$ cat config.mk
export PLATFORM = sky130hd
export DESIGN_NAME = motor_pwm_top
export DESIGN_NICKNAME = d
export VERILOG_FILES = /design/src/hdl/motor_pwm_pkg.sv /design/src/hdl/pwm_wb_regs.sv /design/src/hdl/pwm_carrier_timing.sv /design/src/hdl/ds_pwm_driver.sv /design/src/hdl/motor_pwm_top.sv
export SDC_FILE = /design/constraint.sdc
export NUM_CORES = 1
export LEC_CHECK = 0
export ABC_AREA = 0
export BUFFER_PORTS_ARGS = -buffer_cell sky130_fd_sc_hd__buf_2
export CAP_MARGIN = 25
export CORE_MARGIN = 1
export CORE_UTILIZATION = 58
export DETAILED_ROUTE_END_ITERATION = 7
export PLACE_DENSITY = 0.81
export RECOVER_POWER = 25
export SYNTH_ARGS = -nofsm -noshare
export SYNTH_HDL_FRONTEND = slang
export SYNTH_SLANG_ARGS = --single-unit
$ cat constraint.sdc
create_clock -name clk -period 2.6 [get_ports clk]
set_input_delay 0 -clock clk [delete_from_list [all_inputs] [get_ports clk]]
set_output_delay 0 -clock clk [all_outputs]
set_load 0.05 [all_outputs]
$ cat src/hdl/motor_pwm_pkg.sv
`default_nettype none

package motor_pwm_pkg;

    // ------------------------------------------------------------------
    // Carrier timing
    // ------------------------------------------------------------------

    // Clocks in one carrier ramp, up or down.
    localparam int carrier_period = 200;

    // Largest on-time a phase may get within one ramp.
    localparam int max_on_cycles = 196;

    localparam int counter_width = $clog2(carrier_period);

    // Last count of a ramp and the clamp value, sized for the counter.
    localparam logic [counter_width-1:0] count_top   = counter_width'(carrier_period - 1);
    localparam logic [counter_width-1:0] count_clamp = counter_width'(max_on_cycles);

    // ------------------------------------------------------------------
    // Data and bus widths
    // ------------------------------------------------------------------

    localparam int duty_width    = 12;
    localparam int wb_data_width = 32;
    localparam int wb_addr_width = 3;

    // Bit positions in the control and status words.
    localparam int ctrl_enable_bit   = 0;
    localparam int ctrl_clear_bit    = 1;
    localparam int status_fault_bit  = 0;
    localparam int status_enable_bit = 1;

    // Word addresses of the register block.
    typedef enum logic [wb_addr_width-1:0] {
        reg_ctrl   = 3'd0,
        reg_duty_u = 3'd1,
        reg_duty_v = 3'd2,
        reg_duty_w = 3'd3,
        reg_commit = 3'd4,
        reg_status = 3'd5
    } reg_addr_e;

endpackage

`default_nettype wire

$ cat src/hdl/pwm_wb_regs.sv
`timescale 1ns/1ns
`default_nettype none

module pwm_wb_regs (
    input  wire                                     clk,
    input  wire                                     reset,
    input  wire                                     wb_cyc,
    input  wire                                     wb_stb,
    input  wire                                     wb_we,
    input  wire  [motor_pwm_pkg::wb_addr_width-1:0] wb_adr,
    input  wire  [motor_pwm_pkg::wb_data_width-1:0] wb_dat_w,
    input  wire                                     fault,
    output logic [motor_pwm_pkg::wb_data_width-1:0] wb_dat_r,
    output logic                                    wb_ack,
    output logic                                    enable,
    output logic                                    fault_clear,
    output logic                                    pwm_valid,
    output logic [3*motor_pwm_pkg::duty_width-1:0]  pwm_data
);

    logic                                    wb_access;
    logic                                    wr_en;
    motor_pwm_pkg::reg_addr_e                addr;
    logic [motor_pwm_pkg::duty_width-1:0]    duty_u;
    logic [motor_pwm_pkg::duty_width-1:0]    duty_v;
    logic [motor_pwm_pkg::duty_width-1:0]    duty_w;
    logic [motor_pwm_pkg::wb_data_width-1:0] read_data;

    // A new access is taken only while no acknowledge is out, so each
    // strobe gets exactly one ack.
    assign wb_access = wb_cyc & wb_stb & ~wb_ack;
    assign wr_en     = wb_access & wb_we;
    assign addr      = motor_pwm_pkg::reg_addr_e'(wb_adr);

    assign pwm_data = {duty_u, duty_v, duty_w};

    // ------------------------------------------------------------------
    // Control state and pulses
    // ------------------------------------------------------------------

    always_ff @(posedge clk, posedge reset) begin
        if (reset) begin
            wb_ack      <= 1'b0;
            enable      <= 1'b0;
            fault_clear <= 1'b0;
            pwm_valid   <= 1'b0;
        end else begin
            wb_ack      <= wb_access;
            fault_clear <= 1'b0;
            pwm_valid   <= 1'b0;
            if (wr_en) begin
                case (addr)
                    motor_pwm_pkg::reg_ctrl: begin
                        enable      <= wb_dat_w[motor_pwm_pkg::ctrl_enable_bit];
                        fault_clear <= wb_dat_w[motor_pwm_pkg::ctrl_clear_bit];
                    end
                    motor_pwm_pkg::reg_commit: begin
                        pwm_valid <= 1'b1;
                    end
                    default: begin
                    end
                endcase
            end
        end
    end

    // Duty values and read data.
    always_ff @(posedge clk) begin
        if (wr_en) begin
            case (addr)
                motor_pwm_pkg::reg_duty_u: duty_u <= wb_dat_w[motor_pwm_pkg::duty_width-1:0];
                motor_pwm_pkg::reg_duty_v: duty_v <= wb_dat_w[motor_pwm_pkg::duty_width-1:0];
                motor_pwm_pkg::reg_duty_w: duty_w <= wb_dat_w[motor_pwm_pkg::duty_width-1:0];
                default: begin
                end
            endcase
        end
        if (wb_access) begin
            wb_dat_r <= read_data;
        end
    end

    // ------------------------------------------------------------------
    // Read mux
    // ------------------------------------------------------------------

    always_comb begin
        read_data = '0;
        case (addr)
            motor_pwm_pkg::reg_ctrl: begin
                read_data[motor_pwm_pkg::ctrl_enable_bit] = enable;
            end
            motor_pwm_pkg::reg_duty_u: read_data[motor_pwm_pkg::duty_width-1:0] = duty_u;
            motor_pwm_pkg::reg_duty_v: read_data[motor_pwm_pkg::duty_width-1:0] = duty_v;
            motor_pwm_pkg::reg_duty_w: read_data[motor_pwm_pkg::duty_width-1:0] = duty_w;
            motor_pwm_pkg::reg_status: begin
                read_data[motor_pwm_pkg::status_fault_bit]  = fault;
                read_data[motor_pwm_pkg::status_enable_bit] = enable;
            end
            default: begin
                read_data = '0;
            end
        endcase
    end

    // The ack always answers a strobe seen one clock earlier.
    ack_follows_strobe: assert property (
        @(posedge clk) disable iff (reset)
        wb_ack |-> $past(wb_cyc && wb_stb)
    );

    // Each commit launches one update only.
    valid_single_pulse: assert property (
        @(posedge clk) disable iff (reset)
        pwm_valid |=> !pwm_valid
    );

endmodule

`default_nettype wire

$ cat src/hdl/pwm_carrier_timing.sv
`timescale 1ns/1ns
`default_nettype none

module pwm_carrier_timing (
    input  wire  clk,
    input  wire  reset,
    input  wire  enable,
    input  wire  fault_in,
    input  wire  fault_clear,
    output logic trigger,
    output logic fault
);

    logic [motor_pwm_pkg::counter_width-1:0] count;
    logic                                    fault_meta;
    logic                                    fault_sync;

    // ------------------------------------------------------------------
    // Carrier trigger
    // ------------------------------------------------------------------

    // The counter sits at the top value while disabled, so the first
    // trigger comes one full period after enable rises.
    always_ff @(posedge clk, posedge reset) begin
        if (reset) begin
            count   <= motor_pwm_pkg::count_top;
            trigger <= 1'b0;
        end else begin
            trigger <= 1'b0;
            if (!enable) begin
                count <= motor_pwm_pkg::count_top;
            end else if (count == '0) begin
                count   <= motor_pwm_pkg::count_top;
                trigger <= 1'b1;
            end else begin
                count <= count - 1'b1;
            end
        end
    end

    // ------------------------------------------------------------------
    // Fault synchronizer and latch
    // ------------------------------------------------------------------

    always_ff @(posedge clk, posedge reset) begin
        if (reset) begin
            fault_meta <= 1'b0;
            fault_sync <= 1'b0;
            fault      <= 1'b0;
        end else begin
            fault_meta <= fault_in;
            fault_sync <= fault_meta;
            if (fault_sync) begin
                fault <= 1'b1;
            end else if (fault_clear) begin
                // A clear is ignored while the input is still active.
                fault <= 1'b0;
            end
        end
    end

    trigger_one_clock: assert property (
        @(posedge clk) disable iff (reset)
        trigger |=> !trigger
    );

endmodule

`default_nettype wire

$ cat src/hdl/ds_pwm_driver.sv
`timescale 1ns/1ns
`default_nettype none

module ds_pwm_driver (
    input  wire                                    clk,
    input  wire                                    reset,
    input  wire                                    trigger,
    input  wire                                    fault,
    input  wire                                    pwm_valid,
    input  wire [3*motor_pwm_pkg::duty_width-1:0]  pwm_data,
    output logic [2:0]                             driver_pwm,
    output logic [2:0]                             driver_reset_n
);

    logic [motor_pwm_pkg::duty_width-1:0]    duty_u;
    logic [motor_pwm_pkg::duty_width-1:0]    duty_v;
    logic [motor_pwm_pkg::duty_width-1:0]    duty_w;
    logic                                    dir;
    logic [motor_pwm_pkg::counter_width-1:0] counter;
    logic                                    drive;
    logic                                    update;
    logic [motor_pwm_pkg::counter_width-1:0] u_compare;
    logic [motor_pwm_pkg::counter_width-1:0] v_compare;
    logic [motor_pwm_pkg::counter_width-1:0] w_compare;
    logic [motor_pwm_pkg::counter_width-1:0] u_compare_next;
    logic [motor_pwm_pkg::counter_width-1:0] v_compare_next;
    logic [motor_pwm_pkg::counter_width-1:0] w_compare_next;
    logic [2:0]                              pwm_stage;
    logic                                    drive_stage;

    assign duty_u = pwm_data[2*motor_pwm_pkg::duty_width +: motor_pwm_pkg::duty_width];
    assign duty_v = pwm_data[1*motor_pwm_pkg::duty_width +: motor_pwm_pkg::duty_width];
    assign duty_w = pwm_data[0*motor_pwm_pkg::duty_width +: motor_pwm_pkg::duty_width];

    // Limits a duty to the largest allowed on-time.
    function automatic logic [motor_pwm_pkg::counter_width-1:0] clamp(
        input logic [motor_pwm_pkg::duty_width-1:0] duty
    );
        if (duty < motor_pwm_pkg::max_on_cycles) begin
            return duty[motor_pwm_pkg::counter_width-1:0];
        end
        return motor_pwm_pkg::count_clamp;
    endfunction

    // Pending compares, loaded on every commit.
    always_ff @(posedge clk) begin
        if (pwm_valid) begin
            u_compare_next <= clamp(duty_u);
            v_compare_next <= clamp(duty_v);
            w_compare_next <= clamp(duty_w);
        end
    end

    // ------------------------------------------------------------------
    // Triangle carrier and compare update
    // ------------------------------------------------------------------

    always_ff @(posedge clk, posedge reset) begin
        if (reset) begin
            dir       <= 1'b0;
            counter   <= '0;
            drive     <= 1'b0;
            update    <= 1'b0;
            u_compare <= '0;
            v_compare <= '0;
            w_compare <= '0;
        end else begin
            update <= (pwm_valid | (update & ~trigger)) & ~fault;
            if (trigger) begin
                dir <= ~dir;
            end
            if (fault) begin
                drive <= 1'b0;
            end else if (trigger) begin
                // dir still holds the old direction here.
                counter <= dir ? '0 : motor_pwm_pkg::count_top;
                if (update) begin
                    drive     <= 1'b1;
                    u_compare <= u_compare_next;
                    v_compare <= v_compare_next;
                    w_compare <= w_compare_next;
                end
            end else if (!dir) begin
                if (counter < motor_pwm_pkg::count_top) begin
                    counter <= counter + 1'b1;
                end
            end else if (counter != '0) begin
                counter <= counter - 1'b1;
            end
        end
    end

    // ------------------------------------------------------------------
    // Output pipeline
    // ------------------------------------------------------------------

    // Bit 0 carries w and bit 2 carries u.
    always_ff @(posedge clk, posedge reset) begin
        if (reset) begin
            pwm_stage      <= '0;
            drive_stage    <= 1'b0;
            driver_pwm     <= '0;
            driver_reset_n <= '0;
        end else begin
            pwm_stage[0]   <= drive & (counter < w_compare);
            pwm_stage[1]   <= drive & (counter < v_compare);
            pwm_stage[2]   <= drive & (counter < u_compare);
            drive_stage    <= drive;
            driver_pwm     <= pwm_stage;
            driver_reset_n <= {3{drive_stage}};
        end
    end

    gate_only_when_released: assert property (
        @(posedge clk) disable iff (reset)
        (|driver_pwm) |-> (&driver_reset_n)
    );

endmodule

`default_nettype wire

$ cat src/hdl/motor_pwm_top.sv
`timescale 1ns/1ns
`default_nettype none

module motor_pwm_top (
    input  wire                                     clk,
    input  wire                                     reset,
    input  wire                                     wb_cyc,
    input  wire                                     wb_stb,
    input  wire                                     wb_we,
    input  wire  [motor_pwm_pkg::wb_addr_width-1:0] wb_adr,
    input  wire  [motor_pwm_pkg::wb_data_width-1:0] wb_dat_w,
    output logic [motor_pwm_pkg::wb_data_width-1:0] wb_dat_r,
    output logic                                    wb_ack,
    input  wire                                     fault_in,
    output logic [2:0]                              driver_pwm,
    output logic [2:0]                              driver_reset_n
);

    logic                                   enable;
    logic                                   fault_clear;
    logic                                   pwm_valid;
    logic [3*motor_pwm_pkg::duty_width-1:0] pwm_data;
    logic                                   trigger;
    logic                                   fault;

    pwm_wb_regs u_pwm_wb_regs (
        .clk         (clk),
        .reset       (reset),
        .wb_cyc      (wb_cyc),
        .wb_stb      (wb_stb),
        .wb_we       (wb_we),
        .wb_adr      (wb_adr),
        .wb_dat_w    (wb_dat_w),
        .fault       (fault),
        .wb_dat_r    (wb_dat_r),
        .wb_ack      (wb_ack),
        .enable      (enable),
        .fault_clear (fault_clear),
        .pwm_valid   (pwm_valid),
        .pwm_data    (pwm_data)
    );

    pwm_carrier_timing u_pwm_carrier_timing (
        .clk         (clk),
        .reset       (reset),
        .enable      (enable),
        .fault_in    (fault_in),
        .fault_clear (fault_clear),
        .trigger     (trigger),
        .fault       (fault)
    );

    ds_pwm_driver u_ds_pwm_driver (
        .clk            (clk),
        .reset          (reset),
        .trigger        (trigger),
        .fault          (fault),
        .pwm_valid      (pwm_valid),
        .pwm_data       (pwm_data),
        .driver_pwm     (driver_pwm),
        .driver_reset_n (driver_reset_n)
    );

endmodule

`default_nettype wire

==> results.ini <==
[status]
status=finished clean

[routing]
vias=3722
dr.pass1.iters=4
ant_nets=0
vias_per_cell=5.498
routed_wirelength_um=11550
wire_per_inst_um=17.06
drc=0
drt_iter0_markers=215

[yosys]
yosysTopAreaCell=edfxtp_1
synth-main-ff-cell=edfxtp_1
synthArstFlopShare=0.4504
ys_seq_area_frac=0.6074
synth_area_sq_um=6001
synth_edf_count=72
ys.warnings.count=0
yosys-top-cells-area=edfxtp_1 (36%), dfrtp_1 (23%), mux2_2 (6.9%)
synth_top_cell_area_share=0.3603
yosysUniqueCellTypes=50
syn_inst=460
avgSynthCellArea_sq_um=13.05
ys_seq_elements=131

[global_route]
grtUsageTotal=0.2348
grt_max_degree=29
antenna_found_initial=0
grt_pass1_wl_um=19160
overflow=0
first_global_vias=3900

[floorplan]
die_x_um=103.7
start_util=0.6056
rows=36
core_area_sq_um=9910
dieArea_sq_um=10760
ios=80
die_h_um=103.7

[placed_design]
gp_congestion=0.8097
place_hpwl_um=7540
place_ws_ns=0.4477
io_buffers=39

[clock_network]
cts-resized-gates=0
root_buffer=clkbuf_8
postCtsSetupBuffers=0
clkTransAtPathRegs_ns=0.06
htreeDepth=4
cts_tree=done
cts.sinks=131
numCtsBuffers=17
clkLatencyLatePin_ns=0.52
cts_max_path_buffers=2

[setup_path]
crit_fanout=11
end_kind=flip-flop
r2r_end=u_ds_pwm_driver.counter[7]$_DFFE_PP0P_
r2r-start=u_ds_pwm_driver.dir$_DFFE_PP0P_
rrSetupSlack_ns=0.42
required_ns=2.99
rr_worst_depth=7
cp_data_arrival_time_ns=2.57
worstPathCellList=buf_4 > ha_1 > o211ai_1 > o211ai_1 > o21ai_0 > a221oi_1 > o21ai_1
crit_path_max_incr_delay_ns=0.38
crit_top_cell=o211ai_1
start_kind=flip-flop
cp_slowest_cell=dfrtp_1
criticalPathCategory=reg -> reg

[layout]
multi_input_area_sq_um=2069
n_antenna_cell=0
seq_area_sq_um=3645
nNetsFinal=602
area_growth_pct=17.58
mostFrequentLayoutCells=edfxtp_1 (72), dfrtp_1 (54), mux2_2 (37), inv_1 (34)
n_fill_cell=662
final_common_cell=edfxtp_1
layout-drive-gt1-share=0.2279

[flow_run]
drv_cap=0

[worst_hold_path]
holdPathStages=2
min_from=wb_adr[0]
whs_endpoint=u_pwm_wb_regs.wb_dat_r[1]$_DFFE_PN_
hold_path.class=in -> reg

[timing]
finalClockSkew_ns=0.008530
tns_ns=0
period_minus_slack_ns=2.176
setup_violations=0
final_hold_viol_count=0
fin_ws_ns=0.4244
timing.final.crit_share=0.8368
rsz0062_at_grt=no
finalMaxSlewViolations=0
tightest_slew_ns=1.048
max_freq_ghz=0.4596
relSlewSlack=0.3009

[pwr]
powerDensity_nw_per_um2=730.5
p_clk_frac=0.467
intPower_uw=3935
seq_power_share=0.446
pwr-share-comb=0.087
cellLeakagePower_uw=0.002961
peakVddDrop_uv=521.3
switching_share=0.2365
switching_power_uw=1219

[per-layer routing]
layer  part of all wire  routed length (um)  vias up  GRT usage
met3              0.043                 497       20    0.05412
met5                  0                   0        -          0
li1                   -                   -     1761          -
met2               0.53                6083      119     0.4089
met1               0.41                4734     1822     0.2734
met4              0.021                 237        0     0.1163
[layout make-up]
class | count | area share
tap | 133 | 0.02359
inverter | 34 | 0.01809
multi-input combinational | 280 | 0.2933
clock buffer | 20 | 0.06455
clock inverter | 12 | 0.02181
timing repair buffer | 67 | 0.06207
sequential | 131 | 0.5166
[flip-flops by register name, indices dropped and copies added (netlist names), 3 cells and up]
register / cells
u_pwm_carrier_timing.count: 8
u_ds_pwm_driver.w_compare_next: 8
u_ds_pwm_driver.counter: 8
u_pwm_wb_regs.duty_w: 12
u_ds_pwm_driver.v_compare_next: 8
u_ds_pwm_driver.u_compare: 8
u_ds_pwm_driver.u_compare_next: 8
u_pwm_wb_regs.duty_u: 12
u_ds_pwm_driver.w_compare: 8
u_pwm_wb_regs.duty_v: 12
u_ds_pwm_driver.v_compare: 8
u_ds_pwm_driver.pwm_stage: 3
u_ds_pwm_driver.driver_pwm: 3
u_pwm_wb_regs.wb_dat_r: 12
[Yosys cell counts (6+ instances only)]
master / count
ha_1: 29
buf_4: 22
a22oi_1: 10
inv_1: 34
or4_1: 6
or2_2: 6
and2_1: 16
o21ai_0: 14
a31oi_1: 10
dfrtp_1: 54
edfxtp_1: 72
a21oi_1: 8
nand2_1: 17
a21o_1: 10
nand3_1: 7
nand2b_1: 11
mux2_2: 37
nor2_1: 29
[per-stage QoR]
step | total power [uW] | utilization | hold slack (ns) | area, sq um | instances
finish | 5154 | 0.7120 | 0.08749 | 7056 | 677
global route | 5331 | 0.7120 | 0.08140 | 7056 | 677
CTS | 5177 | 0.7135 | 0.04601 | 7071 | 677
floorplan | 2670 | - | 0.03143 | 6072 | 479
global placement | 2738 | 0.6328 | 0.08936 | 6271 | 626
detailed placement | 2758 | 0.6328 | 0.09980 | 6271 | 626
[worst max-delay path by stage]
stage,from,endpoint,slack (ns),cells after the start
finish,u_ds_pwm_driver.dir$_DFFE_PP0P_,u_ds_pwm_driver.counter[7]$_DFFE_PP0P_,0.42,7
global route,u_ds_pwm_driver.counter[0]$_DFFE_PP0P_,u_ds_pwm_driver.counter[6]$_DFFE_PP0P_,0.31,7
CTS,u_ds_pwm_driver.dir$_DFFE_PP0P_,u_ds_pwm_driver.counter[7]$_DFFE_PP0P_,0.41,7
detailed placement,u_ds_pwm_driver.dir$_DFFE_PP0P_,u_ds_pwm_driver.counter[7]$_DFFE_PP0P_,0.45,7
global placement,u_ds_pwm_driver.counter[0]$_DFFE_PP0P_,u_ds_pwm_driver.counter[6]$_DFFE_PP0P_,0.54,7
floorplan,u_pwm_wb_regs.wb_ack$_DFF_PP0_,u_pwm_wb_regs.duty_v[0]$_DFFE_PP_,0.08,3
[repair_timing]
item                                    CTS  global route
endpoints found under the hold margin    77             0
endpoints found under the setup margin    0             0
hold buffers                             19             0
[worst max-delay path: cells and delay by family (launching register included)]
family	cells	cell delay, ns
flip-flops	1	0.38
buffers and inverters	1	0.18
adder cells (fa/ha/maj)	1	0.37
AO/OA/AOI/OAI	5	1.12
[power groups by stage]
stage	Clock, uW	Combinational, uW	Sequential [uW]
floorplan	0	330	2340
global placement	0	407	2330
detailed placement	0	423	2330
CTS	2430	448	2300
global route	2530	495	2310
finish	2410	449	2300
[cell families (layout without fill, tap and decap cells)]
family	count (synthesis)	after routing	share of synthesized area
AOI/OAI and AO/OA	72	72	0.08444
buffers and inverters	68	133	0.05963
and+or+nand+nor	111	111	0.09737
adders and majority gates	30	30	0.06380
xor gates and xnor gates	7	7	0.01022
muxes	40	40	0.07652
DFF	131	131	0.6074
other	1	20	0.0006249
Note: power is estimated with default switching activity, not from simulation.
